File: config.mk
export PLATFORM = sky130hd
export DESIGN_NAME = fetch_unit
export DESIGN_NICKNAME = d
export VERILOG_FILES = /design/src/verilog/rv_core_pkg.sv /design/src/verilog/fetch_unit.sv
export SDC_FILE = /design/constraint.sdc
export NUM_CORES = 1
export LEC_CHECK = 0
export BUFFER_PORTS_ARGS = -buffer_cell sky130_fd_sc_hd__buf_4
export CAP_MARGIN = 30
export CORE_ASPECT_RATIO = 0.8
export CORE_MARGIN = 2
export CORE_UTILIZATION = 51
export CTS_CLUSTER_SIZE = 24
export DETAILED_ROUTE_END_ITERATION = 10
export PLACE_DENSITY_LB_ADDON = 0.05
export SLEW_MARGIN = 20
export SYNTH_ARGS = -nofsm -noshare
export SYNTH_HDL_FRONTEND = slang
export SYNTH_SLANG_ARGS = --single-unit
File: constraint.sdc
create_clock -name clk -period 2.7 [get_ports clk]
set_input_delay 0.27 -clock clk [delete_from_list [all_inputs] [get_ports clk]]
set_output_delay 0.27 -clock clk [all_outputs]
set_load 0.05 [all_outputs]
File: src/verilog/rv_core_pkg.sv
// RV64I core shared definitions
`default_nettype none

package rv_core_pkg;

  // datapath widths
  localparam int XLEN       = 64;
  localparam int REG_ADDR_W = 5;
  localparam int CYCLE_W    = 3;

  // instruction cycle counter values
  localparam logic [CYCLE_W-1:0] IFETCH_CYCLE = 3'd1;
  localparam logic [CYCLE_W-1:0] DECODE_CYCLE = 3'd2;
  localparam logic [CYCLE_W-1:0] EXE_CYCLE    = 3'd4;
  localparam logic [CYCLE_W-1:0] LAST_CYCLE   = 3'd4;

  localparam logic [XLEN-1:0] RESET_PC = '0;

  // opcodes, instruction bits 6 to 2
  localparam logic [4:0] OPCODE_AUIPC  = 5'b00101;
  localparam logic [4:0] OPCODE_ADDI   = 5'b00100;
  localparam logic [4:0] OPCODE_JAL    = 5'b11011;
  localparam logic [4:0] OPCODE_JALR   = 5'b11001;
  localparam logic [4:0] OPCODE_BRANCH = 5'b11000;
  localparam logic [4:0] OPCODE_OP     = 5'b01100;

  // alu selects, shared by the OP-IMM and OP groups
  localparam logic [2:0] FUNCT3_ADD  = 3'b000;
  localparam logic [2:0] FUNCT3_SLL  = 3'b001;
  localparam logic [2:0] FUNCT3_SLT  = 3'b010;
  localparam logic [2:0] FUNCT3_SLTU = 3'b011;
  localparam logic [2:0] FUNCT3_XOR  = 3'b100;
  localparam logic [2:0] FUNCT3_SRL  = 3'b101;
  localparam logic [2:0] FUNCT3_OR   = 3'b110;
  localparam logic [2:0] FUNCT3_AND  = 3'b111;

  // branch conditions
  localparam logic [2:0] FUNCT3_BEQ  = 3'b000;
  localparam logic [2:0] FUNCT3_BNE  = 3'b001;
  localparam logic [2:0] FUNCT3_BLT  = 3'b100;
  localparam logic [2:0] FUNCT3_BGE  = 3'b101;
  localparam logic [2:0] FUNCT3_BLTU = 3'b110;
  localparam logic [2:0] FUNCT3_BGEU = 3'b111;

  typedef logic [CYCLE_W-1:0] cycle_t;

  typedef struct packed {
    logic [4:0]            opcode;
    logic [2:0]            funct3;
    logic [6:0]            funct7;
    logic [REG_ADDR_W-1:0] rd;
    logic [XLEN-1:0]       op1;
    logic [XLEN-1:0]       op2;
    logic [XLEN-1:0]       t1;
  } decode_pkt_t;

  typedef struct packed {
    logic                  wen;
    logic [REG_ADDR_W-1:0] rd;
    logic [XLEN-1:0]       data;
  } wb_t;

  typedef struct packed {
    logic            taken;
    logic [XLEN-1:0] addr;
  } jump_t;

endpackage

`default_nettype wire

File: src/verilog/fetch_unit.sv
// Instruction fetch and cycle counter
`timescale 1ns/100ps
`default_nettype none

module fetch_unit
  import rv_core_pkg::*;
(
  input  wire logic            clk,
  input  wire logic            arst_n_i,
  input  wire jump_t           jump_i,
  input  wire logic [31:0]     inst_i,
  output logic      [XLEN-1:0] pc_o,
  output cycle_t               cycle_o,
  output logic      [31:0]     inst_o
);

  cycle_t          cycle_q;
  logic [XLEN-1:0] pc_q;
  logic [31:0]     inst_q;
  logic            started_q;

  // five-state instruction cycle counter
  always_ff @(posedge clk or negedge arst_n_i) begin
    if (!arst_n_i) begin
      cycle_q <= '0;
    end else if (cycle_q == LAST_CYCLE) begin
      cycle_q <= '0;
    end else begin
      cycle_q <= cycle_q + cycle_t'(1);
    end
  end

  // pc moves at the end of count 0, except for the very first instruction
  always_ff @(posedge clk or negedge arst_n_i) begin
    if (!arst_n_i) begin
      pc_q      <= RESET_PC;
      started_q <= 1'b0;
    end else if (cycle_q == '0) begin
      started_q <= 1'b1;
      if (started_q) begin
        if (jump_i.taken) begin
          pc_q <= jump_i.addr;
        end else begin
          pc_q <= pc_q + XLEN'(4);
        end
      end
    end
  end

  // instruction register
  always_ff @(posedge clk or negedge arst_n_i) begin
    if (!arst_n_i) begin
      inst_q <= '0;
    end else if (cycle_q == IFETCH_CYCLE) begin
      inst_q <= inst_i;
    end
  end

  assign pc_o    = pc_q;
  assign cycle_o = cycle_q;
  assign inst_o  = inst_q;

endmodule

`default_nettype wire

Word level (Yosys, flattened, before mapping)
Cells that the tools add are included.

Bits in registers: 100. Bits of input ports: 99. Output and inout port bits: 99. Word-level logic and storage cells: 12.

Add/subtract/negate cells: 2. Equal/unequal tests: 2. Muxes and demuxes: 2. Reduce and logical (&&, ||, !) cells: 2.

Operator list (number): $add 64x3->64 const B (1); $mux 64 (1); $add 3x1->3 const B (1); $eq 3x1->1 const B (1); $eq 3x3->1 const B (1); $logic_not 3->1 (1); $mux 3 (1); $reduce_and 2->1 (1).

Logic depth before layout (Yosys ltp)
Depth after elaboration: 2. Gate-level depth with buffers: 9. Gate-level depth less buffers: 7.

Worst setup path after synthesis
No wires, ideal clock.

Kind: reg2reg. Start point: register pc_q[12], in the netlist pc_o[12]. End point: register pc_q[53], in the netlist pc_o[53]. Library setup time: 0.121 ns. Arrival time: 2.453 ns. Data required time: 2.579 ns. Setup slack: 0.126 ns. Cell stages (with the launch flop): 9. Path buffers: 2. Clock period less this slack: 2.574 ns. Path through: dfrtp_1 -> buf_2 -> and3_1 -> nand2_1 -> or4_4 -> buf_6 -> nor4_4 -> a31oi_1 -> o22a_1.

Longest elaborated chain between the ends: 2.

Ends and longest elaborated chain: start: declaration (line fetch_unit.sv:18) `logic [XLEN-1:0] pc_q;`; start signal: assignment (line fetch_unit.sv:42) `pc_q <= jump_i.addr;`; start signal: assignment (line fetch_unit.sv:44) `pc_q <= pc_q + XLEN'(4);`; $add 64x3->64 (line fetch_unit.sv:44); $mux 64 (line fetch_unit.sv:41) `if (jump_i.taken) begin`.

Every way passes these cells. A chain may end at the register's enable or synchronous reset.

Worst setup path in the final report
Start point: register pc_q[2], in the netlist pc_o[2]. End point: register pc_q[40], in the netlist pc_o[40].

The elaborated chain is that of the path after synthesis.

==> impl_metrics.env <==
export IMPL_status="completed"
export IMPL_end_kind="flip-flop"
export IMPL_vias=6277
export IMPL_finalMaxSlewViolations=0
export IMPL_core_mm2=0.01093
export IMPL_wl_per_cell_um=19.32
export IMPL_crit_path_max_incr_delay_ns=0.71
export IMPL_drive_above_1_share=0.3501
export IMPL_gp_routability_congestion=0.9600
export IMPL_syn_nets=753
export IMPL_synth_edf_count=0
export IMPL_path_cells="ha_1 > and4_1 > nand2_1 > or4_1 > nor4_2 > mux2i_1 > nand3_1"
export IMPL_worst_setup_path_type="reg2reg"
export IMPL_cts_buffer_depth=2
export IMPL_seq_area_frac_synth=0.4348
export IMPL_row_count=34
export IMPL_synthTopCellsByArea="dfrtp_1 (43%), mux2_2 (6.8%), a21oi_1 (4.5%), o21ai_0 (4.4%), nand2_1 (3.9%)"
export IMPL_hold_violations=0
export IMPL_r2r_start="pc_o[2]$_DFFE_PN0P_"
export IMPL_stdcell_count=1001
export IMPL_drv_cap=0
export IMPL_avgSynthCellArea_um2=8.855
export IMPL_min_path_cells=2
export IMPL_cts_root_buf="clkbuf_16"
export IMPL_skew_ns=0.007949
export IMPL_ir_worst_vdd_uv=293.6
export IMPL_clk_pin_slew_worst_paths_ns=0.08
export IMPL_netlist_instances=650
export IMPL_drt_initial_drc_count=682
export IMPL_final_nets=955
export IMPL_setup_viol=0
export IMPL_overflow=0
export IMPL_diodes=0
export IMPL_antenna_left=0
export IMPL_worstSetupPathDepth=7
export IMPL_p_leak_nw=3.382
export IMPL_synth_ff_type="dfrtp_1"
export IMPL_worst_r2r_cell_count=7
export IMPL_grt_pass1_vias=6081
export IMPL_die_h_um=99.02
export IMPL_ys_ff_latch=100
export IMPL_grt_use_total=0.3209
export IMPL_synth_top_cell_area_share=0.4348
export IMPL_grt_setup_unrepaired="true"
export IMPL_die_x_um=122.8
export IMPL_grt_max_degree=57
export IMPL_cts_setup_buffers=0
export IMPL_n_fill_cell=879
export IMPL_syn_to_final_growth_pct=36.70
export IMPL_fin_crit_sh=0.9445
export IMPL_period_minus_slack_ns=2.550
export IMPL_worst_pin_slew_ns=0.7232
export IMPL_netlist_area_mm2=0.005756
export IMPL_critPathSlowestCell="or4_1"
export IMPL_worstPathMaxFanout=6
export IMPL_synth_area_leader_cell="dfrtp_1"
export IMPL_dp_final_hpwl_um=14150
export IMPL_holdPathEnd="pc_o[0]$_DFFE_PN0P_"
export IMPL_yosysMostFrequentCell="dfrtp_1"
export IMPL_dpl_cell_count=984
export IMPL_cellPowerDensity_mw_per_mm2=530.0
export IMPL_rrSetupSlack_ns=0.15
export IMPL_ys_warn_count=0
export IMPL_critical_path_top_delay_family="simple AND/OR/NAND/NOR gates"
export IMPL_ios=198
export IMPL_hold_class="in2reg"
export IMPL_synth_common_cells="dfrtp_1 (100), nand2_1 (60), a21oi_1 (52), o21ai_0 (51), nand3_1 (43)"
export IMPL_synth_distinct_cells=54
export IMPL_regToRegEndpoint="pc_o[40]$_DFFE_PN0P_"
export IMPL_clock_latency_ns=0.35
export IMPL_fmax_ghz=0.3921
export IMPL_drt_pass1_iter_count=6
export IMPL_cts_buffers=9
export IMPL_drcViolationCount=0
export IMPL_via_per_inst=6.271
export IMPL_finalWirelength_um=19340
export IMPL_die_area_mm2=0.01216
export IMPL_max_slew_margin=0.5134
export IMPL_grt_pass1_wl_um=30970
export IMPL_antenna_found_initial=0
export IMPL_tritoncts="done"
export IMPL_start_kind="flip-flop"
export IMPL_cp_arrival_ns=2.78
export IMPL_htree_levels=3
export IMPL_cts_sinks=100
export IMPL_holdWs_ns=0.1463
export IMPL_initial_utilization=0.5264
export IMPL_io_buffer_count=197
export IMPL_synth_async_reset_ratio=1.000
export IMPL_worstPathRequired_ns=2.93
export IMPL_crit_buf_inv=0
export IMPL_hold_start="jump_i[0]"
[worst max-delay path by stage]
stage                               startpoint                   end
after detailed placement   pc_o[2]$_DFFE_PN0P_  pc_o[60]$_DFFE_PN0P_
after floorplan           pc_o[12]$_DFFE_PN0P_  pc_o[53]$_DFFE_PN0P_
after global placement     pc_o[2]$_DFFE_PN0P_  pc_o[40]$_DFFE_PN0P_
final                      pc_o[2]$_DFFE_PN0P_  pc_o[40]$_DFFE_PN0P_
after global routing       pc_o[2]$_DFFE_PN0P_  pc_o[40]$_DFFE_PN0P_
after CTS                  pc_o[2]$_DFFE_PN0P_  pc_o[60]$_DFFE_PN0P_
[timing repair]
item,in CTS,in global routing
endpoints found under the setup margin,0,2
hold buffers,1,0
endpoints found under the hold margin,49,0
resized for setup,0,3
[power by group]
group	total (mW)	switching, mW	internal [mW]
clock	1.37	0.637	0.735
sequential	1.75	0.145	1.60
combinational	1.05	0.680	0.370
total	4.17	1.46	2.71
[per-layer routing]
layer,vias to the layer above,global-route usage,wire [um]
met3,24,0.08623,1922
met1,3051,0.4527,8179
met5,-,0,0
met4,0,0.08134,226
li1,2847,-,-
met2,355,0.4913,9016
[area by class of cell]
| type | count | area [um2] | share of cell area |
|---|---|---|---|
| clock buffers | 9 | 225.2 | 0.02863 |
| clock inverters | 7 | 80.08 | 0.01018 |
| inverters | 14 | 52.55 | 0.006679 |
| multi-input cells | 494 | 3063 | 0.3893 |
| flip-flops and latches | 100 | 2502 | 0.3181 |
| well taps | 144 | 180.2 | 0.02290 |
| repair buffers | 233 | 1764 | 0.2242 |
[per-stage QoR]
stage / total power, mW / TNS, ns / instance area, um2 / utilization / setup WS, ns
after global placement: 2.791 / 0 / 7533 / 0.6891 / 0.2815
after CTS: 4.167 / 0 / 7849 / 0.7179 / 0.1099
after floorplan: 2.369 / 0 / 5756 / - / 0.1258
after global routing: 4.304 / -0.001113 / 7868 / 0.7196 / -0.001113
after detailed placement: 2.814 / 0 / 7533 / 0.6891 / 0.1631
final: 4.170 / 0 / 7868 / 0.7196 / 0.1499
[registers in the layout (all words and copies together) (netlist names)]
| signal | cells |
|---|---|
| pc_o | 64 |
| started_q | 1 |
| cycle_o | 3 |
| inst_o | 32 |
[cell usage in the layout, fill, tap and decap left out, types with 3 or more instances in the layout]
cell,count
o22ai_1,11
inv_6,3
nor2b_1,4
and4_1,8
a2bb2oi_1,6
o21a_1,5
and2_1,3
nor4_1,14
and3_1,15
a22oi_1,5
clkbuf_16,9
nor4_2,6
mux2i_1,6
inv_1,13
dfrtp_1,100
a21oi_1,52
o22a_1,8
a32oi_1,4
buf_4,231
nor2_1,42
ha_1,4
or3_1,4
nand3b_1,3
or4_1,6
mux2_2,35
nand2_1,60
a21o_1,4
o21ai_0,51
nand3_1,42
a31oi_1,8
nor3_1,34
nand4_1,24
[worst reg2reg max path: stages (launching register included)]
cell     delay, ns
dfrtp_1       0.44
ha_1          0.24
and4_1        0.33
nand2_1       0.19
or4_1         0.71
nor4_2        0.23
mux2i_1       0.21
nand3_1       0.09
[cells by family after synthesis]
logic type | Yosys count | synth area share
adders and majority gates | 4 | 0.008696
DFF | 100 | 0.4348
and+or+nand+nor | 279 | 0.2593
buffers and inverters | 56 | 0.03848
AOI/OAI and AO/OA | 170 | 0.1798
muxes | 41 | 0.07891
No activity file was read; power rests on OpenSTA's default activity.
