**src/verilog/rv_core_pkg.sv**
```systemverilog
// RV64I core shared definitions
`default_nettype none

package rv_core_pkg;

  // datapath widths
  localparam int XLEN       = 64;
  localparam int REG_ADDR_W = 5;
  localparam int CYCLE_W    = 3;

  // instruction cycle counter values
  localparam logic [CYCLE_W-1:0] IFETCH_CYCLE = 3'd1;
  localparam logic [CYCLE_W-1:0] DECODE_CYCLE = 3'd2;
  localparam logic [CYCLE_W-1:0] EXE_CYCLE    = 3'd4;
  localparam logic [CYCLE_W-1:0] LAST_CYCLE   = 3'd4;

  localparam logic [XLEN-1:0] RESET_PC = '0;

  // opcodes, instruction bits 6 to 2
  localparam logic [4:0] OPCODE_AUIPC  = 5'b00101;
  localparam logic [4:0] OPCODE_ADDI   = 5'b00100;
  localparam logic [4:0] OPCODE_JAL    = 5'b11011;
  localparam logic [4:0] OPCODE_JALR   = 5'b11001;
  localparam logic [4:0] OPCODE_BRANCH = 5'b11000;
  localparam logic [4:0] OPCODE_OP     = 5'b01100;

  // alu selects, shared by the OP-IMM and OP groups
  localparam logic [2:0] FUNCT3_ADD  = 3'b000;
  localparam logic [2:0] FUNCT3_SLL  = 3'b001;
  localparam logic [2:0] FUNCT3_SLT  = 3'b010;
  localparam logic [2:0] FUNCT3_SLTU = 3'b011;
  localparam logic [2:0] FUNCT3_XOR  = 3'b100;
  localparam logic [2:0] FUNCT3_SRL  = 3'b101;
  localparam logic [2:0] FUNCT3_OR   = 3'b110;
  localparam logic [2:0] FUNCT3_AND  = 3'b111;

  // branch conditions
  localparam logic [2:0] FUNCT3_BEQ  = 3'b000;
  localparam logic [2:0] FUNCT3_BNE  = 3'b001;
  localparam logic [2:0] FUNCT3_BLT  = 3'b100;
  localparam logic [2:0] FUNCT3_BGE  = 3'b101;
  localparam logic [2:0] FUNCT3_BLTU = 3'b110;
  localparam logic [2:0] FUNCT3_BGEU = 3'b111;

  typedef logic [CYCLE_W-1:0] cycle_t;

  typedef struct packed {
    logic [4:0]            opcode;
    logic [2:0]            funct3;
    logic [6:0]            funct7;
    logic [REG_ADDR_W-1:0] rd;
    logic [XLEN-1:0]       op1;
    logic [XLEN-1:0]       op2;
    logic [XLEN-1:0]       t1;
  } decode_pkt_t;

  typedef struct packed {
    logic                  wen;
    logic [REG_ADDR_W-1:0] rd;
    logic [XLEN-1:0]       data;
  } wb_t;

  typedef struct packed {
    logic            taken;
    logic [XLEN-1:0] addr;
  } jump_t;

endpackage

`default_nettype wire

```
**src/verilog/decode_stage.sv**
```systemverilog
// Instruction decode and operand select
`timescale 1ns/100ps
`default_nettype none

module decode_stage
  import rv_core_pkg::*;
(
  input  wire logic                  clk,
  input  wire logic                  arst_n_i,
  input  wire cycle_t                cycle_i,
  input  wire logic [31:0]           inst_i,
  input  wire logic [XLEN-1:0]       pc_i,
  output logic      [REG_ADDR_W-1:0] rs1_addr_o,
  output logic      [REG_ADDR_W-1:0] rs2_addr_o,
  input  wire logic [XLEN-1:0]       rs1_data_i,
  input  wire logic [XLEN-1:0]       rs2_data_i,
  output decode_pkt_t                pkt_o
);

  logic [XLEN-1:0] imm_i;
  logic [XLEN-1:0] imm_u;
  logic [XLEN-1:0] imm_j;
  logic [XLEN-1:0] imm_b;
  logic [XLEN-1:0] pc_next;
  decode_pkt_t     pkt_d;
  decode_pkt_t     pkt_q;

  // sign-extended immediates
  assign imm_i = {{52{inst_i[31]}}, inst_i[31:20]};
  assign imm_u = {{32{inst_i[31]}}, inst_i[31:12], 12'b0};
  assign imm_j = {{43{inst_i[31]}}, inst_i[31], inst_i[19:12], inst_i[20],
                  inst_i[30:21], 1'b0};
  assign imm_b = {{51{inst_i[31]}}, inst_i[31], inst_i[7], inst_i[30:25],
                  inst_i[11:8], 1'b0};

  assign pc_next = pc_i + XLEN'(4);

  assign rs1_addr_o = inst_i[19:15];
  assign rs2_addr_o = inst_i[24:20];

  always_comb begin
    pkt_d        = '0;
    pkt_d.opcode = inst_i[6:2];
    pkt_d.funct3 = inst_i[14:12];
    pkt_d.funct7 = inst_i[31:25];
    pkt_d.rd     = inst_i[11:7];

    case (inst_i[6:2])
      OPCODE_AUIPC: begin
        pkt_d.op1 = pc_i;
        pkt_d.op2 = imm_u;
      end
      OPCODE_ADDI: begin
        pkt_d.op1 = rs1_data_i;
        pkt_d.op2 = imm_i;
      end
      OPCODE_JAL: begin
        // link value in op1, target in op2
        pkt_d.op1 = pc_next;
        pkt_d.op2 = pc_i + imm_j;
      end
      OPCODE_JALR: begin
        pkt_d.op1 = rs1_data_i;
        pkt_d.op2 = imm_i;
        pkt_d.t1  = pc_next;
      end
      OPCODE_BRANCH: begin
        pkt_d.op1 = rs1_data_i;
        pkt_d.op2 = rs2_data_i;
        pkt_d.t1  = pc_i + imm_b;
      end
      OPCODE_OP: begin
        pkt_d.op1 = rs1_data_i;
        pkt_d.op2 = rs2_data_i;
      end
      default: begin
        // unsupported, operands stay zero
      end
    endcase
  end

  always_ff @(posedge clk or negedge arst_n_i) begin
    if (!arst_n_i) begin
      pkt_q <= '0;
    end else if (cycle_i == DECODE_CYCLE) begin
      pkt_q <= pkt_d;
    end
  end

  assign pkt_o = pkt_q;

endmodule

`default_nettype wire

```
**config.mk**
```make
export PLATFORM = sky130hd
export DESIGN_NAME = decode_stage
export DESIGN_NICKNAME = d
export VERILOG_FILES = /design/src/verilog/rv_core_pkg.sv /design/src/verilog/decode_stage.sv
export SDC_FILE = /design/constraint.sdc
export NUM_CORES = 1
export LEC_CHECK = 0
export ABC_CLOCK_PERIOD_IN_PS = 1100
export BUFFER_PORTS_ARGS = -buffer_cell sky130_fd_sc_hd__buf_4
export CORE_MARGIN = 10
export CORE_UTILIZATION = 47
export DETAILED_ROUTE_END_ITERATION = 7
export PLACE_DENSITY = 0.74
export RECOVER_POWER = 100
export SLEW_MARGIN = 10
export SYNTH_ARGS = -nofsm -noshare
export SYNTH_HDL_FRONTEND = slang
export SYNTH_SLANG_ARGS = --single-unit
```
**constraint.sdc**
```tcl
create_clock -name clk -period 1.1 [get_ports clk]
set_clock_uncertainty 0.2 [all_clocks]
set_input_delay 0.055 -clock clk [delete_from_list [all_inputs] [get_ports clk]]
set_output_delay 0.055 -clock clk [all_outputs]
set_load 0.02 [all_outputs]
```
==> results.md, run 1 <==
* Status: stopped before the end
* Stopped at: clock tree synthesis (4_1_cts)
* Run Error: [ERROR DPL-0033] detailed placement checks failed during check placement.
* Worst slack, placed at -2230 ps
* Initial Utilization at 0.478
* Hold-fix buffers at CTS at 200
* Synth Flop Type: dfrtp_1
* HPWL after DPL at around 79 mm
* Synth Cell Area at 17100 sq um
* Maximum clock insertion buffer count at 3
* Row cnt at roughly 70
* Syn nets at 2536
* EDFF count, synth at 0
* Postcts setup bufs at 198
* H-tree Lvls at 1
* Syn. warnings at 0
* Async SR Flop Fraction at 1.00
* Port bufs at ~450
* Die Width at roughly 210 um
* Mapped Cells at around 2200
* CTS Buf Count at 25
* Root Buffer: clkbuf_16
* # clock sinks at roughly 210
* GP Congestion at between 1 and 1.5
* Seq/Total Area, Yosys at 0.311
* Overall die height at about 210 um
* Seq cells post-synth at 212
* Mean Syn Cell Area at ~7.7 sq um
* Num ports at between 400 and 500
* Placed Cells incl. Taps at between 3000 and 4000
* Distinct cells, synth at 81
* Post-CTS resize count at about 830
cell usage after synthesis, types with 4 or more instances:
cell type | n | area [sq um]
nand2_1 | 329 | 1230
o21ai_0 | 268 | 1340
a21oi_1 | 251 | 1260
dfrtp_1 | 212 | 5310
nor2_1 | 177 | 664
clkbuf_1 | 130 | 488
xnor2_1 | 106 | 928
ha_1 | 76 | 951
xor2_1 | 66 | 578
a221oi_1 | 65 | 569
nor3_1 | 43 | 215
nand3_1 | 39 | 195
nand4_1 | 37 | 231
inv_1 | 35 | 131
a31oi_1 | 33 | 206
a21o_1 | 30 | 225
a22oi_1 | 28 | 210
o221ai_1 | 24 | 210
and3_1 | 18 | 113
o21bai_1 | 18 | 135
o21a_1 | 16 | 120
a222oi_1 | 15 | 150
and2_1 | 14 | 87.6
buf_1 | 14 | 52.6
o21ai_1 | 13 | 65.1
buf_2 | 12 | 60.1
buf_4 | 12 | 90.1
or3_1 | 12 | 75.1
a22o_1 | 11 | 96.3
nor4_1 | 11 | 68.8
nand2b_1 | 9 | 56.3
o31ai_1 | 9 | 67.6
a211oi_1 | 7 | 52.6
or2_2 | 6 | 37.5
nand3b_1 | 5 | 37.5
nor2b_1 | 5 | 31.3
o311ai_0 | 5 | 43.8
and4_1 | 4 | 35.0
mux2i_1 | 4 | 40.0
o211ai_1 | 4 | 30.0
stage by stage:
stage	instance area, sq um	setup TNS (ps)
detailed placement	27300	-304480
global placement	27300	-291310
floorplan	18300	-198160
logic make-up after synthesis:
| logic type | Yosys count | share of synthesized area |
|---|---|---|
| AO/OA/AOI/OAI | 824 | 0.296 |
| flip-flops | 212 | 0.311 |
| AND/OR/NAND/NOR | 731 | 0.194 |
| multiplexers | 7 | 0.00433 |
| XOR/XNOR | 172 | 0.0883 |
| buffers and inverters | 205 | 0.0491 |
| adder cells (fa/ha/maj) | 78 | 0.0581 |
==> run 2, diff against run 1 <==
- CORE_UTILIZATION: 47 -> 32
- PLACE_DENSITY: 0.74 -> not set
- PLACE_DENSITY_LB_ADDON: not set -> 0.15
==> run 2 against run 1 <==
  * The flow now finishes, with violations (design-rule violations, negative hold slack, negative setup slack)
  * Synthesized area stayed put
  * Synthesized cell count is the same
==> results.md, run 2 <==
* # clock sinks at between 200 and 250
* Post-route setup TNS at -260120 ps
* EDFF count, synth at 0
* Crit Path Class: input pin to flip-flop
* Most common cell in the netlist: nand2_1
* Initial DRC count at 2290
* Total power per unit cell area at between 900 and 1000 nW/um^2
* R2r endpoint: pkt_o[60]
* Logic pwr share at 0.474
* Total power at 35.6 mW
* Distinct cells, synth at between 80 and 90
* Failing checks: design-rule violations, negative hold slack, negative setup slack
* CP Launch Type: input pin
* Mean Syn Cell Area at between 7 and 8 sq um
* Number of nets in the final layout at roughly 4000
* Port bufs at around 450
* Syn nets at about 2500
* Peak supply drop at ~1200 uV
* Die Width at 251 um
* Worst path arrival time at 2870 ps
* Overall die height at between 200 and 300 um
* Critical-path maximum fanout at 4
* GP Congestion at ~1.0
* Yosys top cell area share at 0.311
* Pins over their slew limit at 0
* Clock share of power at 0.279
* Global-route wire length before repair at between 150 and 200 mm
* Clock period minus worst slack at between 2000 and 3000 ps
* Share of cells above drive strength 1 at 0.553
* Seq/Total Area, Yosys at 0.311
* Filler cells at approximately 4100
* Cell area after layout at approximately 37000 sq um
* GR Util All Layers at 0.346
* Hold Crit Class: input pin to flip-flop
* CTS tree: done
* Synth-to-layout area growth at 115%
* DRC Markers at 1
* Final Cycle Share at 2.38
* Flip-flop count of the largest register after layout at 212
* Worst Hold Depth at 3
* Synth Flop Type: dfrtp_1
* CTS Buf Count at 29
* Placed cell areas at 28200 sq um
* Fin. Hold Viols at 104
* Worst Setup End Kind: flip-flop
* Pleak at between 15 and 20 nW
* Maximum clock insertion buffer count at 3
* Worst-Skew Late Latency at about 580 ps
* Root Buffer: clkbuf_16
* Sw Share at 0.374
* Seq pwr share at 0.247
* RSZ-0062 raised after global routing: true
* Largest net degree at the start of global routing at 53
* R2r startpoint: pkt_o[60]
* DR vias/cell at roughly 5.7
* Hold path start: inst_i[8]
* Post-Route WL at ~120 mm
* Post-DRT Antenna Nets at 0
* Num ports at approximately 450
* Worst reg2reg path depth at 2
* CTS clk-pin slew, worst paths at about 60 ps
* Final hold slack at -520 ps
* Remaining global-route overflow at 0
* Commonest non-fill, non-tap cell in the layout: buf_4
* Vias in the first global route at 24800
* Die area at 62900 sq um
* H-tree Lvls at 1
* Synth cell count leaders: nand2_1, o21ai_0, a21oi_1
* Drt wl/cell at 26.7 um
* Async SR Flop Fraction at 1.00
* Max cap viols at 0
* Largest area contributor in the synthesized netlist: dfrtp_1
* Slew headroom at 0.522
* Worst-Margin Slew at just over 700 ps
* Sw power at 13.3 mW
* Worst EP required at about 1400 ps
* Commonest cells after routing, fill and taps aside: buf_4, nand2_1, dfrtp_1, dlygate4sd3_1, buf_6
* Reg2reg setup slack at -190 ps
* Cell internal pwr at about 22 mW
* Initial Utilization at 0.324
* Syn. warnings at 0
* Status: finished with violations
* Achievable Freq at about 380 MHz
* Seq cells post-synth at 212
* First drt pass iteration count at 8
* Core region area at 52700 sq um
* Post-route setup slack at -1510 ps
* Final setup violation count at ~500
* Via count at between 20000 and 30000
* Fin util at 0.698
* Antenna violations before repair at 2
* Mapped Cells at between 2000 and 2500
* HPWL after DPL at 89.4 mm
* Synth top area cells: dfrtp_1, o21ai_0, a21oi_1, nand2_1, ha_1
* Row cnt at between 80 and 90
* Worst hold endpoint: pkt_o[193]
* Synth Cell Area at 17100 sq um
[run 2: timing repair]
| action | 4_1_cts | 5_1_grt |
|---|---|---|
| pin swaps | 273 | 266 |
| cloned | 2 | 5 |
| buffers inserted | 118 | 99 |
| resized for setup | 615 | 287 |
| setup endpoints to repair | 401 | 409 |
| endpoints found under the hold margin | 420 | 127 |
| hold buffers | 193 | 3 |
[run 2: stage by stage]
step	worst slack (ps)	std cells	hold WS, ps
after floorplan	-1610	2229	-441
after global placement	-2490	4017	-302
after detailed placement	-2440	4017	-303
after CTS	-1450	4358	-535
after global routing	-1560	4434	-513
final	-1510	4436	-520
[run 2: worst max path at each step]
stage,start,end,slack [ps],cells past startpoint
2_1_floorplan,inst_i[8],pkt_o[45],-1610,13
6_report,pc_i[1],pkt_o[112],-1510,15
3_5_place_dp,inst_i[31],pkt_o[107],-2440,16
3_3_place_gp,inst_i[31],pkt_o[107],-2490,16
5_1_grt,pc_i[1],pkt_o[123],-1560,17
4_1_cts,pc_i[1],pkt_o[127],-1450,16
[run 2: cell families after synthesis]
kind of cell	count (synthesis)	synth area share
and+or+nand+nor	731	0.194
adders and majority gates	78	0.0581
xor gates and xnor gates	172	0.0883
buffers and inverters	205	0.0491
muxes	7	0.00433
AOI/OAI and AO/OA	824	0.296
DFF	212	0.311
[run 2: final cells by class]
class                           instances  area [sq um]  share of cell area
Antenna cell                            2          5.00            0.000136
Clock buffer                           37           796              0.0217
Clock inverter                         15           165             0.00450
Inverter                               36           138             0.00375
Multi-Input combinational cell       1812         15200               0.412
Sequential cell                       212          5310               0.144
Tap cell                              688           861              0.0234
Timing Repair Buffer                 1634         14300               0.390
[run 2: power by group through the flow]
stage	sequential, mW	combinational [mW]	clock (mW)
2_1_floorplan	9.49	4.63	0
3_3_place_gp	8.90	12.8	0
3_5_place_dp	8.92	12.9	0
4_1_cts	8.79	15.5	9.98
5_1_grt	8.86	17.6	10.3
6_report	8.82	16.9	9.95
[run 2: worst max-delay path, cell delays in order]
cell       delay [ps]
buf_8             110
buf_6             110
ha_4              160
buf_12            120
a211oi_4          320
o21ai_4           120
a2111oi_4         460
o21ai_2           140
a21oi_2           170
o21a_1            200
or2b_4            220
nand2_8            90
a21oi_4           170
xor2_2            270
o221ai_2          120
[run 2: per-layer routing]
layer	global-route usage	up-vias	routed length, um
li1	-	11100	-
met1	0.463	12500	49000
met2	0.553	1306	54200
met3	0.0684	255	10800
met4	0.103	2	4410
met5	0	-	13
No activity file was read; power rests on OpenSTA's default activity.
==> run 3, diff against run 2 <==
- ABC_CLOCK_PERIOD_IN_PS: 1100 -> 3100
- clock period: 1.1 -> 3.1 ns (I/O delays scaled with it)
==> run 3 against run 2 <==
  * The flow finishes with violations (design-rule violations)
  * First-iteration DRC count is 26% lower
  * Critical path depth is 1 lower
  * Utilization is 17 points lower
  * Flip-flop and latch count stayed put
  * Clock power is 61% lower
  * Setup slack better by 1600 ps
  * Non-clock buffer count is 396 lower
==> results.md, run 3 (same netlist as run 2, synthesis figures left out) <==
* Antenna violations before repair at 3
* GR Util All Layers at 0.310
* CTS Buf Count at 29
* R2r endpoint: pkt_o[34]
* Worst-Skew Late Latency at roughly 600 ps
* Failing checks: design-rule violations
* Hold path start: pc_i[30]
* CP cell instances: dlygate4sd3_1 > buf_6 > and3_1 > nand2_1 > nor2_2 > nand2_1 > or3_1 > or2_4 > buf_4 > nor2_4 > o21ai_0 > nand2_1 > a31oi_1 > dlygate4sd3_1
* Via count at ~22000
* Status: finished with violations
* H-tree Lvls at 1
* Flip-flop count of the largest register after layout at between 200 and 250
* CTS tree: done
* Post-DRT Antenna Nets at 0
* Worst path most repeated cell: nand2_1
* Hold Crit Class: input pin to flip-flop
* Max incr delay on CP at between 500 and 600 ps
* Num ports at between 400 and 500
* Root Buffer: clkbuf_16
* DR vias/cell at roughly 5.5
* Final Cycle Share at 0.972
* Worst hold endpoint: pkt_o[158]
* Slew headroom at 0.0628
* # clock sinks at about 210
* Worst-Margin Slew at between 1000 and 1500 ps
* Drt wl/cell at 25.4 um
* Die area at about 63000 sq um
* CP Launch Type: input pin
* Worst reg2reg path depth at 3
* Initial DRC count at ~1700
* Fin util at 0.525
* Largest net degree at the start of global routing at 72
* Worst path arrival time at 3300 ps
* Crit Path Class: input pin to flip-flop
* Post-route setup TNS at 0 ps
* First drt pass iteration count at 8
* Initial Utilization at 0.324
* GP Congestion at between 0.9 and 1
* Die Width at between 200 and 300 um
* Share of cells above drive strength 1 at 0.249
* Clock period minus worst slack at 3010 ps
* Worst Setup End Kind: flip-flop
* Post-Route WL at 103 mm
* Peak supply drop at 514 uV
* Worst EP required at approximately 3400 ps
* Max cap viols at 0
* Overall die height at roughly 250 um
* Number of nets in the final layout at about 3600
* Remaining global-route overflow at 0
* HPWL after DPL at around 80 mm
* R2r startpoint: pkt_o[34]
* DRC Markers at 6
* Commonest non-fill, non-tap cell in the layout: buf_4
* Reg2reg setup slack at between 1000 and 1500 ps
* Critical-path maximum fanout at 7
* Pleak at 12.2 nW
* Row cnt at between 80 and 90
* Synth-to-layout area growth at 62.2%
* Total power per unit cell area at roughly 400 nW/um^2
* Worst Hold Depth at 5
* Vias in the first global route at around 23000
* CTS clk-pin slew, worst paths at 60 ps
* Global-route wire length before repair at roughly 150 mm
* Port bufs at between 400 and 500
* Worst path slowest cell: dlygate4sd3_1
* Final setup violation count at 0
* Commonest cells after routing, fill and taps aside: buf_4, nand2_1, dlygate4sd3_1, o21ai_0, a21oi_1
* Maximum clock insertion buffer count at 3
* Core region area at between 50000 and 60000 sq um
* Fin. Hold Viols at 0
* Filler cells at between 5000 and 6000
* Achievable Freq at between 300 and 400 MHz
* Pins over their slew limit at 0
## run 3: cell count changes in the layout (fill, tap and decap cells not counted), moves of 68 or more
cell	previous run	this run
o21ai_0	50	264
a21oi_1	155	249
a21oi_2	71	3
buf_4	1174	699
buf_6	162	1
o21ai_1	146	15
clkbuf_1	15	241
dlygate4sd3_1	195	275
## run 3: where the power goes
part / switching (mW) / internal (mW) / total, mW
registers: 0.147 / 2.97 / 3.11
clock network: 1.53 / 2.35 / 3.87
logic: 2.36 / 1.81 / 4.16
## run 3: worst max-delay path: cells and delay by family
family,cells,cell delay (ps)
AO/OA/AOI/OAI,2,190
AND/OR/NAND/NOR,8,1460
buffers and inverters,4,1490
## run 3: per-stage QoR
step	cell area, sq um	power (mW)	worst slack, ps	cells	hold WS (ps)
after global routing	27700	11.6	-5.36	4042	8.18
after CTS	28500	11.3	2.42	4037	1.96
after global placement	24700	7.16	-647	3708	26.5
final	27700	11.1	86.3	4043	9.53
after floorplan	17100	4.82	4.44	2229	-341
after detailed placement	24700	7.16	-611	3708	24.1
## run 3: worst max-delay path by stage
| stage | startpoint | end | slack, ps | cells after the start |
|---|---|---|---|---|
| 2_1_floorplan | inst_i[8] | pkt_o[55] | 4 | 13 |
| 3_3_place_gp | inst_i[31] | pkt_o[113] | -650 | 16 |
| 3_5_place_dp | inst_i[31] | pkt_o[113] | -610 | 16 |
| 4_1_cts | inst_i[13] | pkt_o[97] | 2 | 12 |
| 5_1_grt | pc_i[44] | pkt_o[186] | -5 | 13 |
| 6_report | pc_i[44] | pkt_o[184] | 90 | 14 |
## run 3: final cells by class
class | instances | area (sq um) | area share
Tap cell | 688 | 861 | 0.0311
Antenna cell | 3 | 7.51 | 0.000271
Clock buffer | 36 | 802 | 0.0290
Clock inverter | 18 | 273 | 0.00986
Multi-Input combinational cell | 1812 | 11000 | 0.399
Sequential cell | 212 | 5310 | 0.192
Inverter | 36 | 135 | 0.00488
Timing Repair Buffer | 1238 | 9240 | 0.334
## run 3: repair_timing
item | CTS | global route
gates resized for setup | 0 | 33
hold buffers | 275 | 0
setup endpoints to repair | 0 | 83
hold endpoints to repair | 335 | 0
setup buffers | 0 | 3
## run 3: per-layer routing
layer / track usage / wire, um
met1: 0.363 / 40100
met2: 0.552 / 51000
met3: 0.0381 / 5790
met4: 0.149 / 5700
met5: 0 / 0
